--- config.mk ---
export PLATFORM = sky130hd
export DESIGN_NAME = sdram_ctrl_top
export DESIGN_NICKNAME = d
export VERILOG_FILES = /design/src/sdram_pkg.sv /design/src/sdram_slot_counter.sv /design/src/sdram_init_seq.sv /design/src/sdram_cmd_gen.sv /design/src/sdram_data_path.sv /design/src/sdram_ctrl_top.sv
export SDC_FILE = /design/constraint.sdc
export NUM_CORES = 1
export LEC_CHECK = 0
export BUFFER_PORTS_ARGS = -buffer_cell sky130_fd_sc_hd__buf_4
export CORE_UTILIZATION = 45
export DETAILED_ROUTE_END_ITERATION = 8
export PLACE_DENSITY = 0.71
export SKIP_CTS_REPAIR_TIMING = 1
export SLEW_MARGIN = 5
export SYNTH_ARGS = -nofsm -noshare
export SYNTH_HDL_FRONTEND = slang
export SYNTH_SLANG_ARGS = --single-unit
--- constraint.sdc ---
create_clock -name clk -period 1.9 [get_ports clk]
set_input_delay 0.095 -clock clk [delete_from_list [all_inputs] [get_ports clk]]
set_output_delay 0.095 -clock clk [all_outputs]
set_load 0.02 [all_outputs]
--- src/sdram_pkg.sv ---
/* sdram controller shared definitions
   command encodings, frame slots, timing, mode word and byte address fields */

`default_nettype none

package sdram_pkg;

	// --------------------
	// timing in clocks
	localparam int RASCAS_DELAY = 2;	// tRCD, ACTIVE to READ/WRITE
	localparam int CAS_LATENCY  = 2;	// READ to first data

	// --------------------
	// sdram commands, bit pattern is {cs, ras, cas, we}
	typedef enum logic [3:0] {
		INHIBIT         = 4'b1111,	// chip deselected
		NOP             = 4'b0111,
		ACTIVE          = 4'b0011,	// open row
		READ            = 4'b0101,
		WRITE           = 4'b0100,
		BURST_TERMINATE = 4'b0110,
		PRECHARGE       = 4'b0010,	// close row, all banks with A10
		AUTO_REFRESH    = 4'b0001,
		LOAD_MODE       = 4'b0000	// mode word on the address bus
	} sdram_cmd_e;

	// --------------------
	// named slots of the 8-clock frame, unnamed slots pass without action
	typedef enum logic [2:0] {
		SLOT_IDLE      = 3'd0,	// command for slot 1 chosen here
		SLOT_CMD_START = 3'd1,	// ACTIVE or AUTO_REFRESH on the pins
		SLOT_CMD_CONT  = 3'(1 + RASCAS_DELAY),	// READ/WRITE chosen here
		SLOT_CAPTURE   = 3'(2 + RASCAS_DELAY + CAS_LATENCY),	// read data on dq_in
		SLOT_LAST      = 3'd7	// waits here for clkref high
	} slot_e;

	// mode register
	// A12..A10 reserved, A9 single write, A8..A7 standard op,
	// A6..A4 cas latency, A3 sequential, A2..A0 no burst
	localparam logic [12:0] MODE_WORD = {3'b000, 1'b1, 2'b00, 3'(CAS_LATENCY), 1'b0, 3'b000};

	// --------------------
	// init countdown, in frames
	localparam int INIT_FRAMES       = 32;
	localparam int INIT_PRECHARGE_AT = 13;	// precharge all banks
	localparam int INIT_LOAD_MODE_AT = 2;	// then program the mode word

	// byte address fields, bit 0 picks the byte lane
	localparam int ADDR_W  = 25;
	localparam int ROW_LO  = 10;
	localparam int ROW_W   = 13;
	localparam int COL_LO  = 1;
	localparam int COL_W   = 9;
	localparam int BANK_LO = 23;	// two bank bits at the top

	localparam int AUTO_PRECHARGE_BIT = 10;	// A10

endpackage

`default_nettype wire

--- src/sdram_slot_counter.sv ---
/* frame slot counter
   runs 8-clock frames and holds them in phase with the clkref reference clock */

`timescale 1ns/1ps
`default_nettype none

module sdram_slot_counter (
	input  wire logic              clk,
	input  wire logic              reset,
	input  wire logic              clkref,	// clk / 8
	output sdram_pkg::slot_e       slot,
	output logic                   frame_end	// high during the last slot
);

	logic advance;	// move on to the next slot this clock

	// --------------------
	// lock to clkref
	// slot 6 is left only while clkref is low and slot 7 only while it is high,
	// so slot 0 always starts right after the rising edge of clkref.
	// a misaligned frame stretches in 6 or 7 until the phase is right
	always_comb begin
		case (slot)
			sdram_pkg::SLOT_CAPTURE: advance = !clkref;
			sdram_pkg::SLOT_LAST:    advance = clkref;
			default:                 advance = 1'b1;	// all other slots last one clock
		endcase
	end

	// --------------------
	// counter, wraps 7 -> 0
	always_ff @(posedge clk) begin
		if (reset) begin
			slot <= sdram_pkg::SLOT_IDLE;
		end else if (advance) begin
			slot <= sdram_pkg::slot_e'(slot + 3'd1);	// unnamed slots 2, 4, 5 included
		end
	end

	assign frame_end = (slot == sdram_pkg::SLOT_LAST);

endmodule

`default_nettype wire

--- src/sdram_init_seq.sv ---
/* sdram power-up sequencer
   counts 32 frames and issues precharge-all and load-mode on the way, then raises ready */

`timescale 1ns/1ps
`default_nettype none

module sdram_init_seq (
	input  wire logic                 clk,
	input  wire logic                 reset,
	input  wire logic                 frame_end,
	input  sdram_pkg::slot_e          slot,
	output sdram_pkg::sdram_cmd_e     init_cmd,	// picked up by the command generator
	output logic [12:0]               init_addr,
	output logic                      ready	// init done, stays high
);

	localparam int CNT_W = $clog2(sdram_pkg::INIT_FRAMES);

	logic [CNT_W-1:0] count;	// frames left
	logic             frame_end_q;
	logic             frame_tick;	// once per frame, first clock of slot 7

	// slot 7 may stretch while locking, count only its first clock
	assign frame_tick = frame_end && !frame_end_q;

	// --------------------
	// countdown
	always_ff @(posedge clk) begin
		if (reset) begin
			count       <= CNT_W'(sdram_pkg::INIT_FRAMES - 1);	// 31
			frame_end_q <= 1'b0;
			ready       <= 1'b0;
		end else begin
			frame_end_q <= frame_end;
			if (frame_tick) begin
				if (count != '0)
					count <= count - 1'b1;
				else
					ready <= 1'b1;	// last init frame is over
			end
		end
	end

	// --------------------
	// init commands, only in slot 0 of the chosen frames
	always_comb begin
		init_cmd  = sdram_pkg::INHIBIT;
		init_addr = '0;
		if (slot == sdram_pkg::SLOT_IDLE) begin
			if (count == CNT_W'(sdram_pkg::INIT_PRECHARGE_AT)) begin
				init_cmd  = sdram_pkg::PRECHARGE;
				init_addr = 13'd1 << sdram_pkg::AUTO_PRECHARGE_BIT;	// all banks
			end else if (count == CNT_W'(sdram_pkg::INIT_LOAD_MODE_AT)) begin
				init_cmd  = sdram_pkg::LOAD_MODE;
				init_addr = sdram_pkg::MODE_WORD;
			end
		end
	end

endmodule

`default_nettype wire

--- src/sdram_cmd_gen.sv ---
/* sdram command generator
   latches a cpu request and issues ACTIVE and READ/WRITE, AUTO_REFRESH or init commands per slot */

`timescale 1ns/1ps
`default_nettype none

module sdram_cmd_gen (
	input  wire logic                            clk,
	input  wire logic                            reset,
	input  wire logic                            req,	// one-clock strobe
	input  wire logic                            req_we,
	input  wire logic                            ready,
	input  wire logic [sdram_pkg::ADDR_W-1:0]    req_addr,	// byte address
	input  sdram_pkg::slot_e                     slot,
	input  sdram_pkg::sdram_cmd_e                init_cmd,
	input  wire logic [12:0]                     init_addr,
	output sdram_pkg::sdram_cmd_e                sd_cmd,
	output logic [12:0]                          sd_addr,
	output logic [1:0]                           sd_ba,
	output logic                                 acc_start,	// READ/WRITE on the pins
	output logic                                 acc_we,
	output logic                                 acc_lane	// 1 = upper byte
);

	// --------------------
	// request latch
	logic                         pend;	// accepted, READ/WRITE not issued yet
	logic                         pend_we;
	logic [sdram_pkg::ADDR_W-1:0] pend_addr;
	logic                         take;	// strobe accepted
	logic                         acc_frame;	// current frame carries the access
	logic                         issue;	// READ/WRITE chosen this clock

	logic [12:0] row_addr;
	logic [12:0] col_word;	// column with auto precharge
	logic [1:0]  bank;

	sdram_pkg::sdram_cmd_e cmd_nxt;
	logic [12:0]           addr_nxt;
	logic [1:0]            ba_nxt;

	assign take  = req && ready && !pend;	// strobes while busy are dropped
	assign issue = (slot == sdram_pkg::SLOT_CMD_CONT) && acc_frame;

	always_ff @(posedge clk) begin
		if (reset) begin
			pend      <= 1'b0;
			acc_frame <= 1'b0;
		end else begin
			if (take)
				pend <= 1'b1;
			else if (issue)
				pend <= 1'b0;	// free again once the column command goes out

			// frame decision is made in slot 0 only
			if (slot == sdram_pkg::SLOT_IDLE)
				acc_frame <= pend && ready;
			else if (slot == sdram_pkg::SLOT_CMD_CONT)
				acc_frame <= 1'b0;
		end
	end

	always_ff @(posedge clk) begin
		if (take) begin
			pend_we   <= req_we;
			pend_addr <= req_addr;
		end
	end

	// --------------------
	// address split
	assign row_addr = pend_addr[sdram_pkg::ROW_LO +: sdram_pkg::ROW_W];
	assign bank     = pend_addr[sdram_pkg::BANK_LO +: 2];

	always_comb begin
		col_word = '0;
		col_word[sdram_pkg::COL_W-1:0] = pend_addr[sdram_pkg::COL_LO +: sdram_pkg::COL_W];
		col_word[sdram_pkg::AUTO_PRECHARGE_BIT] = 1'b1;	// close the row after the access
	end

	// --------------------
	// next command, on the pins one slot later
	always_comb begin
		cmd_nxt  = sdram_pkg::INHIBIT;
		addr_nxt = '0;
		ba_nxt   = '0;
		if (!ready) begin
			cmd_nxt  = init_cmd;	// INHIBIT outside the two init frames
			addr_nxt = init_addr;
		end else if (slot == sdram_pkg::SLOT_IDLE) begin
			if (pend) begin
				cmd_nxt  = sdram_pkg::ACTIVE;
				addr_nxt = row_addr;
				ba_nxt   = bank;
			end else begin
				cmd_nxt = sdram_pkg::AUTO_REFRESH;	// idle frame
			end
		end else if (issue) begin
			cmd_nxt  = pend_we ? sdram_pkg::WRITE : sdram_pkg::READ;
			addr_nxt = col_word;
			ba_nxt   = bank;
		end
	end

	always_ff @(posedge clk) begin
		if (reset) begin
			sd_cmd    <= sdram_pkg::INHIBIT;
			acc_start <= 1'b0;
		end else begin
			sd_cmd    <= cmd_nxt;
			acc_start <= issue;	// lines up with READ/WRITE on the pins
		end
	end

	// pin address and access info
	always_ff @(posedge clk) begin
		sd_addr <= addr_nxt;
		sd_ba   <= ba_nxt;
		if (issue) begin
			acc_we   <= pend_we;
			acc_lane <= pend_addr[0];
		end
	end

endmodule

`default_nettype wire

--- src/sdram_data_path.sv ---
/* sdram data path
   drives write data and byte masks, captures the read lane and signals done */

`timescale 1ns/1ps
`default_nettype none

module sdram_data_path (
	input  wire logic          clk,
	input  wire logic          reset,
	input  wire logic          req,	// loads the write byte
	input  wire logic          acc_start,	// slot 4 of an access frame
	input  wire logic          acc_we,
	input  wire logic          acc_lane,
	input  sdram_pkg::slot_e   slot,
	input  wire logic [7:0]    req_din,
	input  wire logic [15:0]   dq_in,
	output logic [15:0]        dq_out,
	output logic               dq_oe,
	output logic [1:0]         sd_dqm,	// {udqm, ldqm}
	output logic               done,
	output logic [7:0]         dout
);

	logic [7:0] wr_byte;
	logic       wr_done;	// write finished, high in slot 5
	logic       rd_pend;	// read issued, waiting for the capture slot
	logic       rd_lane;
	logic [7:0] rd_byte;

	// --------------------
	// write side
	always_ff @(posedge clk) begin
		if (req)
			wr_byte <= req_din;	// held until the WRITE slot
	end

	assign dq_oe  = acc_start && acc_we;	// only during the WRITE command
	assign dq_out = {wr_byte, wr_byte};	// same byte on both lanes
	// mask the lane that is not addressed
	assign sd_dqm = dq_oe ? (acc_lane ? 2'b01 : 2'b10) : 2'b00;

	// --------------------
	// read side
	always_ff @(posedge clk) begin
		if (reset) begin
			wr_done <= 1'b0;
			rd_pend <= 1'b0;
		end else begin
			wr_done <= acc_start && acc_we;
			if (acc_start && !acc_we)
				rd_pend <= 1'b1;
			else if (slot == sdram_pkg::SLOT_LAST)
				rd_pend <= 1'b0;	// done was given this clock
		end
	end

	always_ff @(posedge clk) begin
		if (acc_start)
			rd_lane <= acc_lane;
		// cas latency 2 puts the data here, last clock of slot 6 wins
		if (rd_pend && slot == sdram_pkg::SLOT_CAPTURE)
			rd_byte <= rd_lane ? dq_in[15:8] : dq_in[7:0];
	end

	assign done = wr_done || (rd_pend && slot == sdram_pkg::SLOT_LAST);
	assign dout = rd_byte;	// valid with done for reads

endmodule

`default_nettype wire

--- src/sdram_ctrl_top.sv ---
/* single-port sdram controller, top level
   joins slot counter, init sequencer, command generator and data path to the pins */

`timescale 1ns/1ps
`default_nettype none

module sdram_ctrl_top (
	input  wire logic                           clk,
	input  wire logic                           reset,
	input  wire logic                           clkref,	// frame reference, clk / 8

	// cpu side
	input  wire logic                           req,
	input  wire logic                           req_we,
	input  wire logic [sdram_pkg::ADDR_W-1:0]   req_addr,
	input  wire logic [7:0]                     req_din,
	output logic                                done,
	output logic [7:0]                          dout,
	output logic                                ready,

	// sdram pins, dq split into out, enable and in
	output sdram_pkg::sdram_cmd_e               sd_cmd,	// {cs, ras, cas, we}
	output logic [12:0]                         sd_addr,
	output logic [1:0]                          sd_ba,
	output logic [1:0]                          sd_dqm,
	output logic [15:0]                         dq_out,
	output logic                                dq_oe,
	input  wire logic [15:0]                    dq_in
);

	sdram_pkg::slot_e      slot;
	logic                  frame_end;
	sdram_pkg::sdram_cmd_e init_cmd;
	logic [12:0]           init_addr;
	logic                  acc_start;
	logic                  acc_we;
	logic                  acc_lane;

	// --------------------
	// frame timing
	sdram_slot_counter i_slot_counter (
		.clk       (clk),
		.reset     (reset),
		.clkref    (clkref),
		.slot      (slot),
		.frame_end (frame_end)
	);

	sdram_init_seq i_init_seq (
		.clk       (clk),
		.reset     (reset),
		.frame_end (frame_end),
		.slot      (slot),
		.init_cmd  (init_cmd),
		.init_addr (init_addr),
		.ready     (ready)
	);

	// --------------------
	// command and data
	sdram_cmd_gen i_cmd_gen (
		.clk       (clk),
		.reset     (reset),
		.req       (req),
		.req_we    (req_we),
		.ready     (ready),
		.req_addr  (req_addr),
		.slot      (slot),
		.init_cmd  (init_cmd),
		.init_addr (init_addr),
		.sd_cmd    (sd_cmd),
		.sd_addr   (sd_addr),
		.sd_ba     (sd_ba),
		.acc_start (acc_start),
		.acc_we    (acc_we),
		.acc_lane  (acc_lane)
	);

	sdram_data_path i_data_path (
		.clk       (clk),
		.reset     (reset),
		.req       (req),
		.acc_start (acc_start),
		.acc_we    (acc_we),
		.acc_lane  (acc_lane),
		.slot      (slot),
		.req_din   (req_din),
		.dq_in     (dq_in),
		.dq_out    (dq_out),
		.dq_oe     (dq_oe),
		.sd_dqm    (sd_dqm),
		.done      (done),
		.dout      (dout)
	);

endmodule

`default_nettype wire

Word level (Yosys, flattened, before mapping)
Index checks and enable logic that the tools add are counted.
- bits in registers: 79
- word-level logic and storage cells: 76
- add/subtract/negate cells: 2
- equal/unequal tests: 5
- multiplexer cells: 28
- bitwise gates (word level): 1
- reductions and logical operators: 21
- operators with widths (operator ; number):
    13-bit two-way mux ; 5
    4-bit two-way mux ; 6
    2-bit two-way mux ; 6
    11-bit two-way mux ; 1
    10-bit two-way mux ; 1
    1-bit logical AND ; 9
    8-bit two-way mux ; 1
    1-bit two-way mux ; 7
    3-bit equality test, second input constant ; 2
    2-bit nonzero test ; 3
    5-bit by 2-bit equality test with 1-bit output, second input constant ; 1
    5-bit by 4-bit equality test with 1-bit output, second input constant ; 1
    5-bit nonzero test ; 1
    5-bit by 1-bit subtractor with 5-bit output, second input constant ; 1
    1-bit zero test ; 4
    2-bit AND reduction ; 2
    3-bit by 1-bit adder with 3-bit output, second input constant ; 1
    3-bit by 2-bit equality test with 1-bit output, second input constant ; 1
    3-bit zero test ; 1
    1-bit one-hot mux with 2 select lines ; 1
    1-bit logical OR ; 1
    1-bit NOT ; 1

Depth between registers and ports, before layout
- depth after elaboration: 5
- mapped depth: 7
- mapped depth without buffers: 5

Modules after synthesis
A second synthesis with hierarchy kept.
- cells, all modules: 240
- area, all modules: 3256.9 µm²
- modules (own cells, without submodules) (module ; instances ; cells each ; area an instance (µm²)):
    sdram_cmd_gen ; 1 ; 110 ; 1714.1
    sdram_data_path ; 1 ; 48 ; 818.3
    sdram_init_seq ; 1 ; 60 ; 520.5
    sdram_slot_counter ; 1 ; 22 ; 203.9

Worst setup path before layout
OpenSTA, ideal clock, no wires.
- kind: reg-to-reg
- start: register i_init_seq.ready
- end: register i_cmd_gen.pend_addr[0] (netlist bit), enable pin
- library setup time: 386 ps
- arrival time: 1486 ps
- data required time: 1514 ps
- setup slack: 28 ps
- cell stages (with the launch flop): 3
- clock period less this slack: 1872 ps
- cell sequence: dfxtp_1 buf_2 and3b_1
- word-level cells in the longest chain between the ends: 2
- RTL lines (what ; line ; source):
    start, declared ; sdram_init_seq.sv:14 ; output logic ready
    start signal, assigned ; sdram_init_seq.sv:32 ; ready <= 1'b0;
    start signal, assigned ; sdram_init_seq.sv:39 ; ready <= 1'b1;
    1-bit logical AND (2 in series) ; sdram_cmd_gen.sv:42 ; assign take = req && ready && !pend;
    named net i_cmd_gen.take ; sdram_cmd_gen.sv:30 ; logic take;
    end signal, assigned ; sdram_cmd_gen.sv:66 ; pend_addr <= req_addr;
    end, declared ; sdram_cmd_gen.sv:29 ; logic [sdram_pkg::ADDR_W-1:0] pend_addr;
The timed path passes the listed nets, and every way through them passes these cells.
A chain may end at the register's enable or synchronous reset.

Worst setup path after layout
- start: register i_slot_counter.slot[1]
- end: register i_init_seq.count[2]
- word-level cells in the longest chain between the ends: 3
- RTL lines (what ; line ; source):
    start, declared ; sdram_slot_counter.sv:11 ; output sdram_pkg::slot_e slot,
    start signal, assigned ; sdram_slot_counter.sv:34 ; slot <= sdram_pkg::SLOT_IDLE;
    start signal, assigned ; sdram_slot_counter.sv:36 ; slot <= sdram_pkg::slot_e'(slot + 3'd1);
    3-bit equality test ; sdram_slot_counter.sv:40 ; assign frame_end = (slot == sdram_pkg::SLOT_LAST);
    named net frame_end ; sdram_ctrl_top.sv:32 ; logic frame_end;
    1-bit logical AND ; sdram_init_seq.sv:24 ; assign frame_tick = frame_end && !frame_end_q;
    2-bit AND reduction (no source line) ; -- ;
    end signal, assigned ; sdram_init_seq.sv:30 ; count <= CNT_W'(sdram_pkg::INIT_FRAMES - 1);
    end signal, assigned ; sdram_init_seq.sv:37 ; count <= count - 1'b1;
    end, declared ; sdram_init_seq.sv:19 ; logic [CNT_W-1:0] count;
The timed path passes the listed nets, and every way through them passes these cells.

==> results.json <==
{
  "outcome": "completed",
  "synthCells": 200,
  "net-switching-power_w": 0.0007638,
  "design.portCount": 102,
  "yosys_warnings": 0,
  "ys_seq_area_share_pct": 68.64,
  "detail_route.wl_per_cell_um": 14.53,
  "p_clk_share_pct": 38.9,
  "max-slew-margin-rel_pct": 68.86,
  "setup_viol": 0,
  "postRouteWirelength_um": 6045,
  "clock_sinks": 79,
  "tritoncts.num_buffers": 9,
  "fin_setup_tns_ns": 0,
  "timing_max_transition_violations_final": 0,
  "grt_start_max_net_pins": 28,
  "seqPwrFrac_pct": 52.5,
  "initial_core_util_pct": 46.62,
  "slowest_cell_on_the_critical_path": "sky130_fd_sc_hd__or4_1",
  "path_class": "reg2reg",
  "clock_skew_ns": 0.02094,
  "global_route_wire_length_before_repair_um": 8362,
  "growth_of_design_area_from_synthesis_to_finish_pct": 44.84,
  "crit_path_end_kind": "flip-flop",
  "clkLatencyLatePin_ns": 0.35,
  "number_of_flops_mapped_to_enable_cells_by_yosys": 45,
  "power.density_cell_area_nw_per_um2": 819.7,
  "area_of_combinational_cells_with_multiple_inputs_um2": 784.5,
  "synth.distinct_cells": 45,
  "path_common_cell": "sky130_fd_sc_hd__ha_1",
  "antenna_violations_before_repair": 0,
  "flops_latches_synth": 79,
  "detailed_place_hpwl_um": 3790,
  "placement_rows": 29,
  "clock_tree.root_cell": "sky130_fd_sc_hd__clkbuf_8",
  "cp_max_fanout": 7,
  "final_min_period_over_clock_period_pct": 89.70,
  "detailedRoute.firstIterationViolations": 80,
  "syn_nets": 263,
  "max_freq_mhz": 586.8,
  "synth.cells.most_frequent": "sky130_fd_sc_hd__edfxtp_1 (45), sky130_fd_sc_hd__dfxtp_1 (34), sky130_fd_sc_hd__inv_1 (11), sky130_fd_sc_hd__buf_4 (9), sky130_fd_sc_hd__ha_1 (9)",
  "sort_of_element_at_the_start_of_the_critical_path": "flip-flop",
  "cts_buffer_depth": 2,
  "p_leak_nw": 1.808,
  "p_comb_share_pct": 8.6,
  "worst_ir_drop_vdd_uv": 545.8,
  "timing_hold_violations_final": 0,
  "switch_share_pct": 21.73,
  "drt_drc_violations_left": 0,
  "gp_congestion": 0.7454,
  "vias_in_the_first_global_route": 1718,
  "max_cap_violations": 0,
  "cts.clk_slew.worst_paths_ns": 0.10,
  "synth_top_cells_by_area": "sky130_fd_sc_hd__edfxtp_1 (46%), sky130_fd_sc_hd__dfxtp_1 (23%), sky130_fd_sc_hd__ha_1 (3.8%), sky130_fd_sc_hd__mux2_2 (3.0%), sky130_fd_sc_hd__a22o_1 (2.4%)",
  "worst_ep_required_time_ns": 2.19,
  "synth_async_sr_flop_share_pct": 0,
  "layoutNonFillerInstCount": 416,
  "post_synth.cell_area_avg_um2": 14.80,
  "postLayoutCoreUtil_pct": 67.53,
  "dieHeight_um": 83.11,
  "grt.overflow.total": 0,
  "timing.critical_path.cells": "ha_1 > ha_1 > nand2b_1 > or4_1 > nand3_1",
  "placed_cells": 366,
  "core-area_um2": 6350,
  "post_synth_instance_area_um2": 2960,
  "htree_levels": 3,
  "postSynth.topFlopCell": "sky130_fd_sc_hd__edfxtp_1",
  "fp.dieW_um": 83.11,
  "avgViaCountPerCell": 4.906,
  "buffer_ports.inserted": 101,
  "grt_setup_unrepaired": "no",
  "antenna_cells": 0,
  "clock_tree_from_tritoncts": "yes",
  "slowest_delay_ns": 0.51,
  "global_route.usage.total_pct": 16.00,
  "hp-class": "in2reg",
  "route.antenna.remaining_nets": 0,
  "netlist.top_cell.by_area": "sky130_fd_sc_hd__edfxtp_1",
  "worst-slew-pin-transition_ns": 0.4671,
  "vias": 2041,
  "p_int_w": 0.002751,
  "register_area_um2": 2032,
  "yosys.cell_count.top_type": "sky130_fd_sc_hd__edfxtp_1",
  "fillCellCount": 458,
  "critPathArrivalTime_ns": 1.99,
  "drive_gt1_share_pct": 39.82,
  "synthDominantCellAreaShare_pct": 45.65,
  "final_net_count": 397,
  "timing.final.crit_period_ns": 1.704,
  "die-area_um2": 6907,
  "detail_route.first_pass.iterations": 4
}
## cell usage in the layout (no fill, tap or decap), types with 3 or more instances in the layout
| cell type | n |
|---|---|
| sky130_fd_sc_hd__dfxtp_1 | 34 |
| sky130_fd_sc_hd__buf_4 | 103 |
| sky130_fd_sc_hd__nor3_1 | 3 |
| sky130_fd_sc_hd__a22o_1 | 8 |
| sky130_fd_sc_hd__ha_1 | 9 |
| sky130_fd_sc_hd__nand2_1 | 4 |
| sky130_fd_sc_hd__nor2_1 | 8 |
| sky130_fd_sc_hd__o21a_1 | 3 |
| sky130_fd_sc_hd__dlygate4sd3_1 | 34 |
| sky130_fd_sc_hd__nand2b_1 | 4 |
| sky130_fd_sc_hd__a21oi_1 | 6 |
| sky130_fd_sc_hd__clkbuf_8 | 9 |
| sky130_fd_sc_hd__mux2_2 | 8 |
| sky130_fd_sc_hd__nand3_1 | 4 |
| sky130_fd_sc_hd__inv_1 | 11 |
| sky130_fd_sc_hd__o21ai_0 | 3 |
| sky130_fd_sc_hd__edfxtp_1 | 45 |
## worst max-delay path, delay by kind of cell (launching register included)
family	cells	cell delay, ns
fa+ha+maj	2	0.47
flops	1	0.41
simple gates	3	0.78
## state kept, by name (all words and copies together) (netlist names)
name,flops
i_cmd_gen.pend_we,1
i_data_path.rd_lane,1
i_cmd_gen.sd_ba,2
i_init_seq.count,5
i_init_seq.frame_end_q,1
i_slot_counter.slot,3
i_data_path.rd_pend,1
i_cmd_gen.sd_cmd,4
i_init_seq.ready,1
i_data_path.dout,8
i_cmd_gen.sd_addr,13
i_data_path.wr_byte,8
i_cmd_gen.acc_we,1
i_cmd_gen.pend_addr,25
i_data_path.wr_done,1
i_cmd_gen.acc_frame,1
i_cmd_gen.acc_lane,1
i_cmd_gen.acc_start,1
i_cmd_gen.pend,1
## through the flow
| stage | setup WS (ns) | hold WS [ns] | cell area (um^2) | total power [W] |
|---|---|---|---|---|
| floorplan | 0.02824 | 0.1666 | 2960 | 0.002001 |
| finish | 0.1957 | 0.02644 | 4288 | 0.003515 |
| detailed placement | 0.2137 | 0.2742 | 3727 | 0.002126 |
| global route | 0.06686 | 0.01016 | 4288 | 0.003645 |
| global placement | 0.2821 | 0.2737 | 3727 | 0.002119 |
| CTS | 0.1824 | -0.09608 | 3948 | 0.003458 |
## power groups by stage
stage	Clock (W)	Sequential, W	Combinational (W)
2_1_floorplan	0	0.00190	0.000103
3_3_place_gp	0	0.00188	0.000238
3_5_place_dp	0	0.00188	0.000243
4_1_cts	0.00137	0.00184	0.000243
5_1_grt	0.00147	0.00185	0.000326
6_report	0.00137	0.00184	0.000302
## worst paths after layout
check | start | endpoint | slack, ns | cells past startpoint
setup / recovery | i_slot_counter.slot[1]$_SDFFE_PP0P_ | i_init_seq.count[2]$_SDFFE_PP1P_ | 0.20 | 5
hold / removal | req | i_data_path.wr_byte[5]$_DFFE_PP_ | 0.03 | 1
setup reg to reg | i_slot_counter.slot[1]$_SDFFE_PP0P_ | i_init_seq.count[2]$_SDFFE_PP1P_ | 0.20 | 5
hold reg to reg | i_cmd_gen.pend_addr[0]$_DFFE_PP_ | i_cmd_gen.acc_lane$_DFFE_PP_ | 0.45 | 0
## logic make-up after synthesis
| group | count (synthesis) | share of synthesized area [%] |
|---|---|---|
| adders and majority gates | 9 | 3.804 |
| and+or+nand+nor | 44 | 10.69 |
| DFF | 79 | 68.64 |
| buffers and inverters | 25 | 4.860 |
| AOI/OAI and AO/OA | 33 | 8.284 |
| muxes | 10 | 3.720 |
## routing by layer
metal  routed length [um]  GRT usage [%]  part of all wire [%]
met5                    0              0                     0
met4                  125          6.113                   2.1
met3                  380          7.058                   6.3
met2                 3130          25.11                    52
met1                 2409          19.46                    40
## final cells by class
cell class / count / area share, %
Clock buffer: 10 / 2.976
Clock inverter: 6 / 2.159
Inverter: 11 / 0.9629
Multi-Input combinational cell: 96 / 18.30
Sequential cell: 79 / 47.39
Tap cell: 77 / 2.247
Timing Repair Buffer: 137 / 25.97
(Power assumes the default switching activity.)
